## src/logic/spi_params.svh

```systemverilog
`ifndef SPI_PARAMS_SVH
`define SPI_PARAMS_SVH

// Hub geometry
`define SPI_LANES   4
`define SPI_LANE_W  2

// System clocks per sclk half period
`define SPI_CLK_DIV 4

// Command fields
`define SPI_ADDR_W  3
`define SPI_DATA_W  8
`define SPI_CMD_W   12 // Op bit, address and data shifted as one word

`endif
```

## src/logic/spi_pkg.sv

```systemverilog
`include "spi_params.svh"

package spi_pkg;

  // ====================
  // Enums
  // ====================

  typedef enum logic {
    OP_READ  = 1'b0,
    OP_WRITE = 1'b1
  } spi_op_e;

  typedef enum logic [2:0] {
    IDLE,
    SELECT,    // cs_n low, first bit set up on mosi
    SHIFT_OUT,
    SHIFT_IN,
    DESELECT,  // cs_n high for one half period
    HOLD       // Read data waits for the collector
  } lane_state_e;

  // ====================
  // Structs
  // ====================

  // Field order is the shift order, so bit 11 is the first bit on mosi
  typedef struct packed {
    spi_op_e                op;
    logic [`SPI_ADDR_W-1:0] addr;
    logic [`SPI_DATA_W-1:0] data;
  } spi_cmd_t;

  typedef struct packed {
    logic [`SPI_LANE_W-1:0] lane;
    spi_cmd_t               cmd;
  } host_req_t;

  typedef struct packed {
    logic [`SPI_LANE_W-1:0] lane;
    logic [`SPI_ADDR_W-1:0] addr;
    logic [`SPI_DATA_W-1:0] data;
  } read_rsp_t;

endpackage

```

## src/logic/cmd_dispatch.sv

```systemverilog
`include "spi_params.svh"

module cmd_dispatch (
  input  logic                   clk,
  input  logic                   rst_n,
  input  logic                   req_valid,
  output logic                   req_ready,
  input  spi_pkg::host_req_t     req,
  output logic [`SPI_LANES-1:0]  cmd_valid,
  input  logic [`SPI_LANES-1:0]  cmd_ready,
  output spi_pkg::spi_cmd_t      cmd
);
  import spi_pkg::*;

  host_req_t buf_q;
  logic      buf_full;
  logic      handoff;

  // Only the addressed lane sees a valid
  always_comb
  begin
    cmd_valid = '0;
    if (buf_full)
    begin
      cmd_valid[buf_q.lane] = 1'b1;
    end
  end

  assign cmd     = buf_q.cmd; // Shared bus, qualified per lane by cmd_valid
  assign handoff = |(cmd_valid & cmd_ready);

  // A busy lane keeps the buffer full and stalls the host for every lane
  assign req_ready = !buf_full || handoff;

  always_ff @(posedge clk or negedge rst_n)
  begin
    if (!rst_n)
    begin
      buf_full <= 1'b0;
    end
    else if (req_valid && req_ready)
    begin
      buf_full <= 1'b1;
    end
    else if (handoff)
    begin
      buf_full <= 1'b0;
    end
  end

  always_ff @(posedge clk)
  begin
    if (req_valid && req_ready)
    begin
      buf_q <= req;
    end
  end

  a_cmd_onehot: assert property (@(posedge clk) disable iff (!rst_n) $onehot0(cmd_valid));

endmodule

```

## config.mk

```make
export PLATFORM = sky130hd
export DESIGN_NAME = cmd_dispatch
export DESIGN_NICKNAME = d
export VERILOG_FILES = /design/src/logic/spi_pkg.sv /design/src/logic/cmd_dispatch.sv
export VERILOG_INCLUDE_DIRS = /design/src /design/src/logic
export SDC_FILE = /design/constraint.sdc
export NUM_CORES = 1
export LEC_CHECK = 0
export ABC_AREA = 0
export ABC_CLOCK_PERIOD_IN_PS = 6000
export BUFFER_PORTS_ARGS = -buffer_cell sky130_fd_sc_hd__buf_2
export CORE_MARGIN = 1
export CORE_UTILIZATION = 25
export CTS_CLUSTER_DIAMETER = 100
export DETAILED_ROUTE_END_ITERATION = 10
export GPL_TIMING_DRIVEN = 0
export PLACE_DENSITY = 0.57
export SYNTH_ARGS = -nofsm -noshare
export SYNTH_HDL_FRONTEND = slang
export SYNTH_SLANG_ARGS = --single-unit
```

## constraint.sdc

```tcl
create_clock -name clk -period 6 [get_ports clk]
set_input_delay 0.6 -clock clk [delete_from_list [all_inputs] [get_ports clk]]
set_output_delay 0.6 -clock clk [all_outputs]
set_load 0.02 [all_outputs]
```

==> results.ini <==
[global_routing]
grt_antenna_before_repair=0
gr-total-overflow=0
grt_pass1_wl_um=1730
grt_max_degree=10
grtUsageTotal_pct=8.95
grt_pass1_vias=413

[setup_path]
startpoint_type=register
path_buf_inv=1
crit_path_max_incr_delay_ns=0.46
worstRegToRegCells=3
required_ns=5.40
startpoint=buf_q[12]
ff2ff_setup_slack_ns=4.16
slowest_stage=edfxtp_1
cp_max_fo=6
crit_path_cell_trace=mux2i_1, a22oi_1, buf_2
critical_path_class=register to output port
critPathCaptureType=output port
r2r_end=cmd[6]
endpoint=req_ready
crit_arrival_ns=1.37
crit_cells=3
r2r_start=buf_q[12]
crit_family=flip-flops

[timing]
worst_pin_slew_ns=0.686
fin_crit_ns=1.97
finalSetupViolCount=0
slew_viol_final=0
slew_headroom_pct=54.3
rsz0062_at_grt=no
finalHoldViolations=0
fin_crit_sh_pct=32.9
fin_worst_skew_ns=0.00784
fin_setup_tns_ns=0
clock.fmax_mhz=507
worst_hold_slack_ns=0.0854

[clocking]
post_cts_buffers=0
cts_root_buf=clkbuf_4
clock_sinks=15
holdBufCountCts=0
cts_tree=done
clkTransAtPathRegs_ns=0.08
htree_levels=1
cts_buffers=3
cts-resized-gates=0
cts_buffer_depth=2
insertion_delay_ns=0.28

[detailed_routing]
vias_per_cell=3.96
ant_nets=0
routed_wl_um=1120
drt-initial-drc-count=4
post-route-drc-count=0
firstDrtPassIters=3
vias=432
drt-wirelength-per-cell_um=10.2

[cells_and_area]
n_fill_cell=232
fin_cells=109
nets=103
multiInputGateArea_um2=97.6
regArea_um2=445
syn2layout_area_growth_pct=42.1
drive_above_1_share_pct=72.8
diodes=0

[yosys]
synth_cell_types=13
ys_async_sr_fraction_pct=6.67
yosysTopAreaCell=edfxtp_1
ys_top_cells_by_count=14 x edfxtp_1, 12 x buf_4, 2 x and2b_2, 2 x mux2i_1
ys_warn_count=0
syn_avg_cell_area_um2=16.2
synth_edf_count=14
synth_cells=39
synthTopCellsByArea=edfxtp_1 67%, buf_4 14%, dfrtp_1 4.0%
yosysSeqAreaShare_pct=70.6
synth-main-ff-cell=edfxtp_1
synth_seq_cells=15
syn_area_um2=631
synth_top_area_share_pct=66.7
synthesis.nets=60
yosys.cell_count.top_type=edfxtp_1

[pwr]
power_density_nw_per_um2=253
p_total_w=0.000227
p_sw_w=0.0000571
p_int_w=0.000170
pwr-share-seq_pct=55.7
ir_drop_mv=0.110
clockPowerShare_pct=24.8
p_comb_share_pct=19.5
p_sw_share_pct=25.2
power.leakage_nw=0.426

[run_status]
status=completed

[floorplanning]
io_pins=38
placementRows=17
die_w_um=52.2
die_h_um=52.2
die_area_um2=2730
core_um2=2300
start_util_pct=27.5

[placed_design]
dpl.hpwl_um=879
io_buffers=37
place.gp.congestion=0.544
dp_cells=105

[run]
maxCapViolCount=0

[hold_path]
hp-class=primary input to asynchronous set/reset pin

through the flow:
stage                     setup WS [ns]  cell area, um2  util (%)
final                              4.03             896      39.0
after CTS                          4.01             896      39.0
after floorplan                    3.68             631         -
after global placement             3.14             851      37.0
after global routing               3.86             896      39.0
after detailed placement           4.00             868      37.8
flip-flops by register name, indices dropped and copies added (netlist names):
name,count
cmd,12
buf_q,2
buf_full,1
cell families (layout without fill, tap and decap cells):
family          Yosys count  count (layout)  synth area share (%)
mux                       2               2                  3.17
flops                    15              15                  70.6
compound gates            3               3                  4.17
simple gates              6               6                  7.15
buf+inv                  13              55                  14.9
per-layer routing:
metal	share of wire (%)	track usage [%]	vias to the layer above	wire length (um)
met5	0	0	-	0
met4	0	5.26	0	0
met3	8.7	3.48	0	97
met2	55	15.8	18	611
met1	37	8.74	202	408
li1	-	-	212	-
layout by cell type, fill, tap and decap left out:
cell and n:
buf_2 37, edfxtp_1 14, buf_4 12, clkbuf_4 3
and2b_2 2, mux2i_1 2, nor2b_1 1, and2_2 1
and2_1 1, a22oi_1 1, inv_1 1, a221oi_2 1
and3_2 1, a221o_1 1, dfrtp_1 1, clkinv_2 1
buf_6 1
power by group through the flow:
stage	sequential (W)	combinational, W	clock (W)
after global placement	0.000129	0.0000418	0
after global routing	0.000127	0.0000479	0.0000649
final	0.000126	0.0000441	0.0000563
after detailed placement	0.000129	0.0000447	0
after floorplan	0.000128	0.0000273	0
after CTS	0.000127	0.0000450	0.0000607
cell type report:
| cell class | count | area share, % |
|---|---|---|
| clock buffers | 3 | 2.51 |
| well taps | 28 | 3.91 |
| multi-input cells | 11 | 10.9 |
| repair buffers | 38 | 21.9 |
| plain buffers | 12 | 10.1 |
| flip-flops and latches | 15 | 49.7 |
| clock inverters | 1 | 0.559 |
| inverters | 1 | 0.419 |
worst min-delay path by stage:
stage / start / to / cells past startpoint
finish: rst_n / buf_full / 1
global route: rst_n / buf_full / 1
CTS: rst_n / buf_full / 1
detailed placement: rst_n / buf_full / 1
global placement: rst_n / buf_full / 1
floorplan: rst_n / buf_full / 0
No activity file was read; power rests on OpenSTA's default activity.
