==> src/logic/spi_params.svh <==
`ifndef SPI_PARAMS_SVH
`define SPI_PARAMS_SVH

// Hub geometry
`define SPI_LANES   4
`define SPI_LANE_W  2

// System clocks per sclk half period
`define SPI_CLK_DIV 4

// Command fields
`define SPI_ADDR_W  3
`define SPI_DATA_W  8
`define SPI_CMD_W   12 // Op bit, address and data shifted as one word

`endif
==> src/logic/spi_pkg.sv <==
`include "spi_params.svh"

package spi_pkg;

  // ====================
  // Enums
  // ====================

  typedef enum logic {
    OP_READ  = 1'b0,
    OP_WRITE = 1'b1
  } spi_op_e;

  typedef enum logic [2:0] {
    IDLE,
    SELECT,    // cs_n low, first bit set up on mosi
    SHIFT_OUT,
    SHIFT_IN,
    DESELECT,  // cs_n high for one half period
    HOLD       // Read data waits for the collector
  } lane_state_e;

  // ====================
  // Structs
  // ====================

  // Field order is the shift order, so bit 11 is the first bit on mosi
  typedef struct packed {
    spi_op_e                op;
    logic [`SPI_ADDR_W-1:0] addr;
    logic [`SPI_DATA_W-1:0] data;
  } spi_cmd_t;

  typedef struct packed {
    logic [`SPI_LANE_W-1:0] lane;
    spi_cmd_t               cmd;
  } host_req_t;

  typedef struct packed {
    logic [`SPI_LANE_W-1:0] lane;
    logic [`SPI_ADDR_W-1:0] addr;
    logic [`SPI_DATA_W-1:0] data;
  } read_rsp_t;

endpackage

==> src/logic/spi_master.sv <==
`include "spi_params.svh"

module spi_master #(
  parameter int LANE = 0
) (
  input  logic               clk,
  input  logic               rst_n,
  input  logic               cmd_valid,
  output logic               cmd_ready,
  input  spi_pkg::spi_cmd_t  cmd,
  output logic               rd_valid,
  input  logic               rd_ready,
  output spi_pkg::read_rsp_t rd,
  output logic               sclk,
  output logic               cs_n,
  output logic               mosi,
  input  logic               miso
);
  import spi_pkg::*;

  localparam int DIV_W    = $clog2(`SPI_CLK_DIV);
  localparam int BIT_W    = $clog2(`SPI_CMD_W + 1);
  localparam int OUT_BITS = 1 + `SPI_ADDR_W; // Read header is the op bit and the address

  lane_state_e            state_q;
  logic [DIV_W-1:0]       div_cnt;
  logic [BIT_W-1:0]       bit_cnt;
  logic [`SPI_CMD_W-1:0]  shift_q;
  logic [`SPI_DATA_W-1:0] rx_q;
  spi_op_e                op_q;
  logic [`SPI_ADDR_W-1:0] addr_q;

  logic load;
  logic tick;
  logic shifting;
  logic bits_done;
  logic rise;
  logic fall;

  // ====================
  // Strobes
  // ====================

  assign cmd_ready = (state_q == IDLE);
  assign load      = cmd_valid && cmd_ready;
  assign tick      = (div_cnt == DIV_W'(`SPI_CLK_DIV - 1)); // End of a half period
  assign shifting  = (state_q == SHIFT_OUT) || (state_q == SHIFT_IN);
  assign bits_done = (bit_cnt == BIT_W'(`SPI_CMD_W));

  // The first rising edge comes at the end of SELECT
  assign rise = tick && ((state_q == SELECT) || (shifting && !sclk && !bits_done));
  assign fall = tick && shifting && sclk;

  // ====================
  // Control
  // ====================

  always_ff @(posedge clk or negedge rst_n)
  begin
    if (!rst_n)
    begin
      state_q <= IDLE;
      div_cnt <= '0;
      bit_cnt <= '0;
      sclk    <= 1'b0;
      cs_n    <= 1'b1;
      mosi    <= 1'b0;
    end
    else
    begin
      if ((state_q == IDLE) || (state_q == HOLD) || tick)
      begin
        div_cnt <= '0;
      end
      else
      begin
        div_cnt <= div_cnt + 1'b1;
      end

      if (rise)
      begin
        sclk <= 1'b1;
      end
      if (fall)
      begin
        sclk    <= 1'b0;
        bit_cnt <= bit_cnt + 1'b1; // A bit is complete on its falling edge
      end

      case (state_q)
        IDLE:
        begin
          if (load)
          begin
            state_q <= SELECT;
            cs_n    <= 1'b0;
            mosi    <= cmd.op; // MSB set up before the first rising edge
            bit_cnt <= '0;
          end
        end
        SELECT:
        begin
          if (tick)
          begin
            state_q <= SHIFT_OUT;
          end
        end
        SHIFT_OUT:
        begin
          if (fall)
          begin
            if ((op_q == OP_READ) && (bit_cnt == BIT_W'(OUT_BITS - 1)))
            begin
              state_q <= SHIFT_IN; // Peripheral drives miso from here on
              mosi    <= 1'b0;
            end
            else
            begin
              mosi <= shift_q[`SPI_CMD_W-2];
            end
          end
          else if (tick && !sclk && bits_done)
          begin
            state_q <= DESELECT;
            cs_n    <= 1'b1;
            mosi    <= 1'b0;
          end
        end
        SHIFT_IN:
        begin
          if (tick && !sclk && bits_done)
          begin
            state_q <= DESELECT;
            cs_n    <= 1'b1;
          end
        end
        DESELECT:
        begin
          if (tick)
          begin
            state_q <= (op_q == OP_WRITE) ? IDLE : HOLD; // Writes finish silently
          end
        end
        HOLD:
        begin
          if (rd_ready)
          begin
            state_q <= IDLE;
          end
        end
        default:
        begin
          state_q <= IDLE;
        end
      endcase
    end
  end

  // ====================
  // Datapath
  // ====================

  always_ff @(posedge clk)
  begin
    if (load)
    begin
      shift_q <= cmd;
      op_q    <= cmd.op;
      addr_q  <= cmd.addr;
    end
    else if (fall && (state_q == SHIFT_OUT))
    begin
      shift_q <= shift_q << 1;
    end

    if (rise && (state_q == SHIFT_IN))
    begin
      rx_q <= {rx_q[`SPI_DATA_W-2:0], miso}; // Sampled as sclk goes high
    end
  end

  assign rd_valid = (state_q == HOLD);
  assign rd       = '{lane: `SPI_LANE_W'(LANE), addr: addr_q, data: rx_q};

  a_cs_active: assert property (@(posedge clk) disable iff (!rst_n) shifting |-> !cs_n);

  // Back-pressure from the collector must not disturb a pending result
  a_rd_hold: assert property (@(posedge clk) disable iff (!rst_n)
    rd_valid && !rd_ready |=> rd_valid && $stable(rd));

endmodule

==> config.mk <==
export PLATFORM = sky130hd
export DESIGN_NAME = spi_master
export DESIGN_NICKNAME = d
export VERILOG_FILES = /design/src/logic/spi_pkg.sv /design/src/logic/spi_master.sv
export VERILOG_INCLUDE_DIRS = /design/src /design/src/logic
export SDC_FILE = /design/constraint.sdc
export NUM_CORES = 1
export LEC_CHECK = 0
export BUFFER_PORTS_ARGS = -buffer_cell sky130_fd_sc_hd__clkbuf_2
export CAP_MARGIN = 0
export CORE_MARGIN = 2
export CORE_UTILIZATION = 53
export DETAILED_ROUTE_END_ITERATION = 16
export PLACE_DENSITY = 0.78
export RECOVER_POWER = 100
export SLEW_MARGIN = 20
export SYNTH_ARGS = -nofsm -noshare
export SYNTH_HDL_FRONTEND = slang
export SYNTH_SLANG_ARGS = --single-unit
export TNS_END_PERCENT = 100
==> constraint.sdc <==
create_clock -name clk -period 3.16 [get_ports clk]
set_clock_uncertainty 0.05 [all_clocks]
set_input_delay 0.158 -clock clk [delete_from_list [all_inputs] [get_ports clk]]
set_output_delay 0.158 -clock clk [all_outputs]
set_load 0.02 [all_outputs]
==> impl_metrics.csv <==
group,metric,value,unit
outcome,status,"completed",
logic_synthesis,synth_warnings,0,
timing,whs,0.0182,ns
power,internal-power,0.854,mW
timing,relSlewSlack,58.4,%
worst_setup_path,endpoint_kind,"flop",
grt,grt_pass1_wl,4.84,mm
grt,antenna_found_initial,0,
grt,track_usage,19.0,%
routing,routed.top_layer,"met4",
routing,wl_met2,1.35,mm
finish,antenna_cells,0,
logic_synthesis,synth_area_per_cell,11.7,µm²
logic_synthesis,yosysSeqAreaShare,60.6,%
grt,grt_max_degree,20,
clock_network,htree_num_levels,2,
clock_network,insertion_delay,0.34,ns
logic_synthesis,ys_ff_latch,35,
floorplan,dieArea,0.00355,mm²
floorplan,die_y,59.6,µm
clock_network,cts_sinks,35,
hold_path,hold_path.class,"input pin to flop",
logic_synthesis,synth_ff_type,"edfxtp_1",
finish,final_net_count,200,
worst_setup_path,crit_fanout,15,
clock_network,cts.repair.resized,0,
timing,period_share,71.7,%
timing,timing.setup.tns,0,ns
hold_path,min_path_cells,3,
flow_run,max_cap_violations,0,
logic_synthesis,synth_edf_count,23,
grt,overflow,0,
placement,place_area,0.00180,mm²
logic_synthesis,synthDistinctLibCells,46,
floorplan,initial_core_util,54.5,%
power,p_per_area,729,mW/mm²
power,clkPwrFrac,17.3,%
timing,setup_viol,0,
worst_setup_path,worstSetupStartpointType,"flop",
timing,final.min_clock_period,2.27,ns
finish,regArea,992,µm²
clock_network,cts-buffers-inserted,5,
placement,dp_hpwl,2.11,mm
worst_setup_path,required,3.10,ns
worst_setup_path,r2r_cells,4,
power,ir_drop,0.384,mV
timing,tightest_slew,0.625,ns
routing,first_pass_iters,4,
timing,drv_slew,0,
floorplan,die_w,59.6,µm
power,switchingPower,0.490,mW
routing,final_antenna_net_count,0,
floorplan,io_pins,35,
worst_setup_path,path_class,"flop to flop",
grt,grt_pass1_vias,1083,
routing,routed-via-count,1165,
power,pwr-share-seq,52.3,%
clock_network,tritoncts,"built",
routing,drt_iter0_drc,42,
clock_network,cts_buffer_depth,2,
finish,drive_gt1_share,13.3,%
routing,met1_length,1.35,mm
timing,finalHoldViolations,0,
routing,drcViolationCount,0,
floorplan,rows,20,
logic_synthesis,syn_area,0.00164,mm²
clock_network,cts_root_buf,"clkbuf_4",
finish,multiInputGateArea,526,µm²
routing,wirelength,2.92,mm
timing,rsz0062_at_grt,"false",
placement,gp_congestion,0.809,
power,p_leak,0.765,nW
power,finalPower,1.34,mW
routing,wl_met3,132,µm
finish,stdcell_area,0.00184,mm²
placement,port_buffers,32,
power,p_comb_share,30.4,%
worst_setup_path,worstPathArrival,2.21,ns
clock_network,cts_setup_buffers,0,
logic_synthesis,synthesis.instances,140,
finish,syn2layout_area_growth,12.7,%
clock_network,path_clk_slew,0.10,ns
floorplan,core-area,0.00300,mm²
logic_synthesis,synthArstFlopShare,34.3,%
finish,fill_cells,259,
placement,dp.cells,200,
routing,vias_per_cell,5.44,
finish,final_cell_count_no_fill,214,
routing,wl_per_cell,13.6,µm
power,p_sw_share,36.5,%
timing,fmax,441,MHz
through the flow:
| stage | setup WS (ns) | util, % |
|---|---|---|
| after global routing | 0.626 | 61.4 |
| after floorplan | 0.898 | - |
| after global placement | 1.40 | 59.9 |
| after detailed placement | 1.35 | 59.9 |
| final | 0.893 | 61.4 |
| after CTS | 1.34 | 63.8 |
cells by family after synthesis:
kind of cell	synth area share [%]
buffers and inverters	4.97
multiplexers	2.14
flip-flops	60.6
AO/OA/AOI/OAI	8.33
adder cells (fa/ha/maj)	2.29
other	0.229
XOR/XNOR	1.07
AND/OR/NAND/NOR	20.3
power groups by stage:
stage | Sequential (mW) | Clock [mW] | Combinational [mW]
CTS | 0.715 | 0.241 | 0.442
detailed placement | 0.725 | 0 | 0.433
finish | 0.703 | 0.233 | 0.409
global route | 0.717 | 0.259 | 0.462
floorplan | 0.705 | 0 | 0.351
global placement | 0.719 | 0 | 0.417
cell usage in the layout (no fill, tap or decap), types with 2 or more instances in the layout:
| master | netlist | final |
|---|---|---|
| nor2b_1 | 4 | 4 |
| mux2i_1 | 2 | 2 |
| nor2_1 | 6 | 6 |
| nor3_1 | 3 | 4 |
| clkbuf_2 | 0 | 13 |
| nand2_1 | 34 | 35 |
| a21oi_1 | 4 | 4 |
| o21ai_0 | 2 | 2 |
| a21o_1 | 2 | 2 |
| dfrtp_1 | 11 | 11 |
| clkinvlp_4 | 0 | 2 |
| dlygate4sd3_1 | 0 | 6 |
| ha_1 | 3 | 3 |
| nand3_1 | 3 | 3 |
| inv_1 | 4 | 4 |
| clkbuf_1 | 0 | 21 |
| conb_1 | 1 | 2 |
| clkbuf_4 | 0 | 5 |
| a41oi_1 | 1 | 2 |
| edfxtp_1 | 23 | 23 |
registers in the layout (all words and copies together) (netlist names):
name / flops
sclk: 1
addr_q: 3
rx_q: 8
mosi: 1
op_q: 1
shift_q: 11
cs_n: 1
div_cnt: 2
state_q: 3
bit_cnt: 4
worst paths after layout:
check	startpoint	endpoint	slack (ns)
worst max-delay path	state_q[2]	shift_q[7]	0.89
worst min-delay path	cmd[7]	shift_q[7]	0.02
worst max register to register	state_q[2]	shift_q[7]	0.89
worst min register to register	div_cnt[0]	div_cnt[0]	0.39
max in group asynchronous	rst_n	mosi	2.36
min in group asynchronous	rst_n	state_q[1]	0.30
critical path, cell delays in order (launching register included):
cell and delay [ns]:
dfrtp_1 0.53, nor3_1 0.35, nand2_1 0.34, o21ai_0 0.16, clkbuf_1 0.48
Yosys cell counts (2+ instances only):
cell,instances,share of area [%]
o21ai_0,2,0.61
nor3_1,3,0.92
edfxtp_1,23,42
ha_1,3,2.3
a21oi_1,4,1.2
a21o_1,2,0.92
inv_1,4,0.92
buf_2,4,1.2
nand2_1,34,7.8
nand3_1,3,0.92
nor2_1,6,1.4
mux2i_1,2,1.2
dfrtp_1,11,17
and2_1,2,0.76
buf_4,3,1.4
nor2b_1,4,1.5
per-layer routing:
metal / up-vias / GRT usage (%)
met4: 0 / 11.4
li1: 570 / -
met1: 550 / 25.2
met3: 11 / 5.46
met2: 34 / 27.5
met5: - / 0
final cells by class:
type | count | area share (%)
tap | 33 | 2.24
clock inverter | 3 | 1.09
multi-input combinational | 93 | 28.5
inverter | 5 | 1.29
clock buffer | 5 | 2.04
timing repair buffer | 40 | 11.1
sequential | 35 | 53.8
what timing repair did:
action	CTS	global route
setup endpoints to repair	0	0
hold buffers	6	0
endpoints found under the hold margin	17	0
Note: power is estimated with default switching activity, not from simulation.
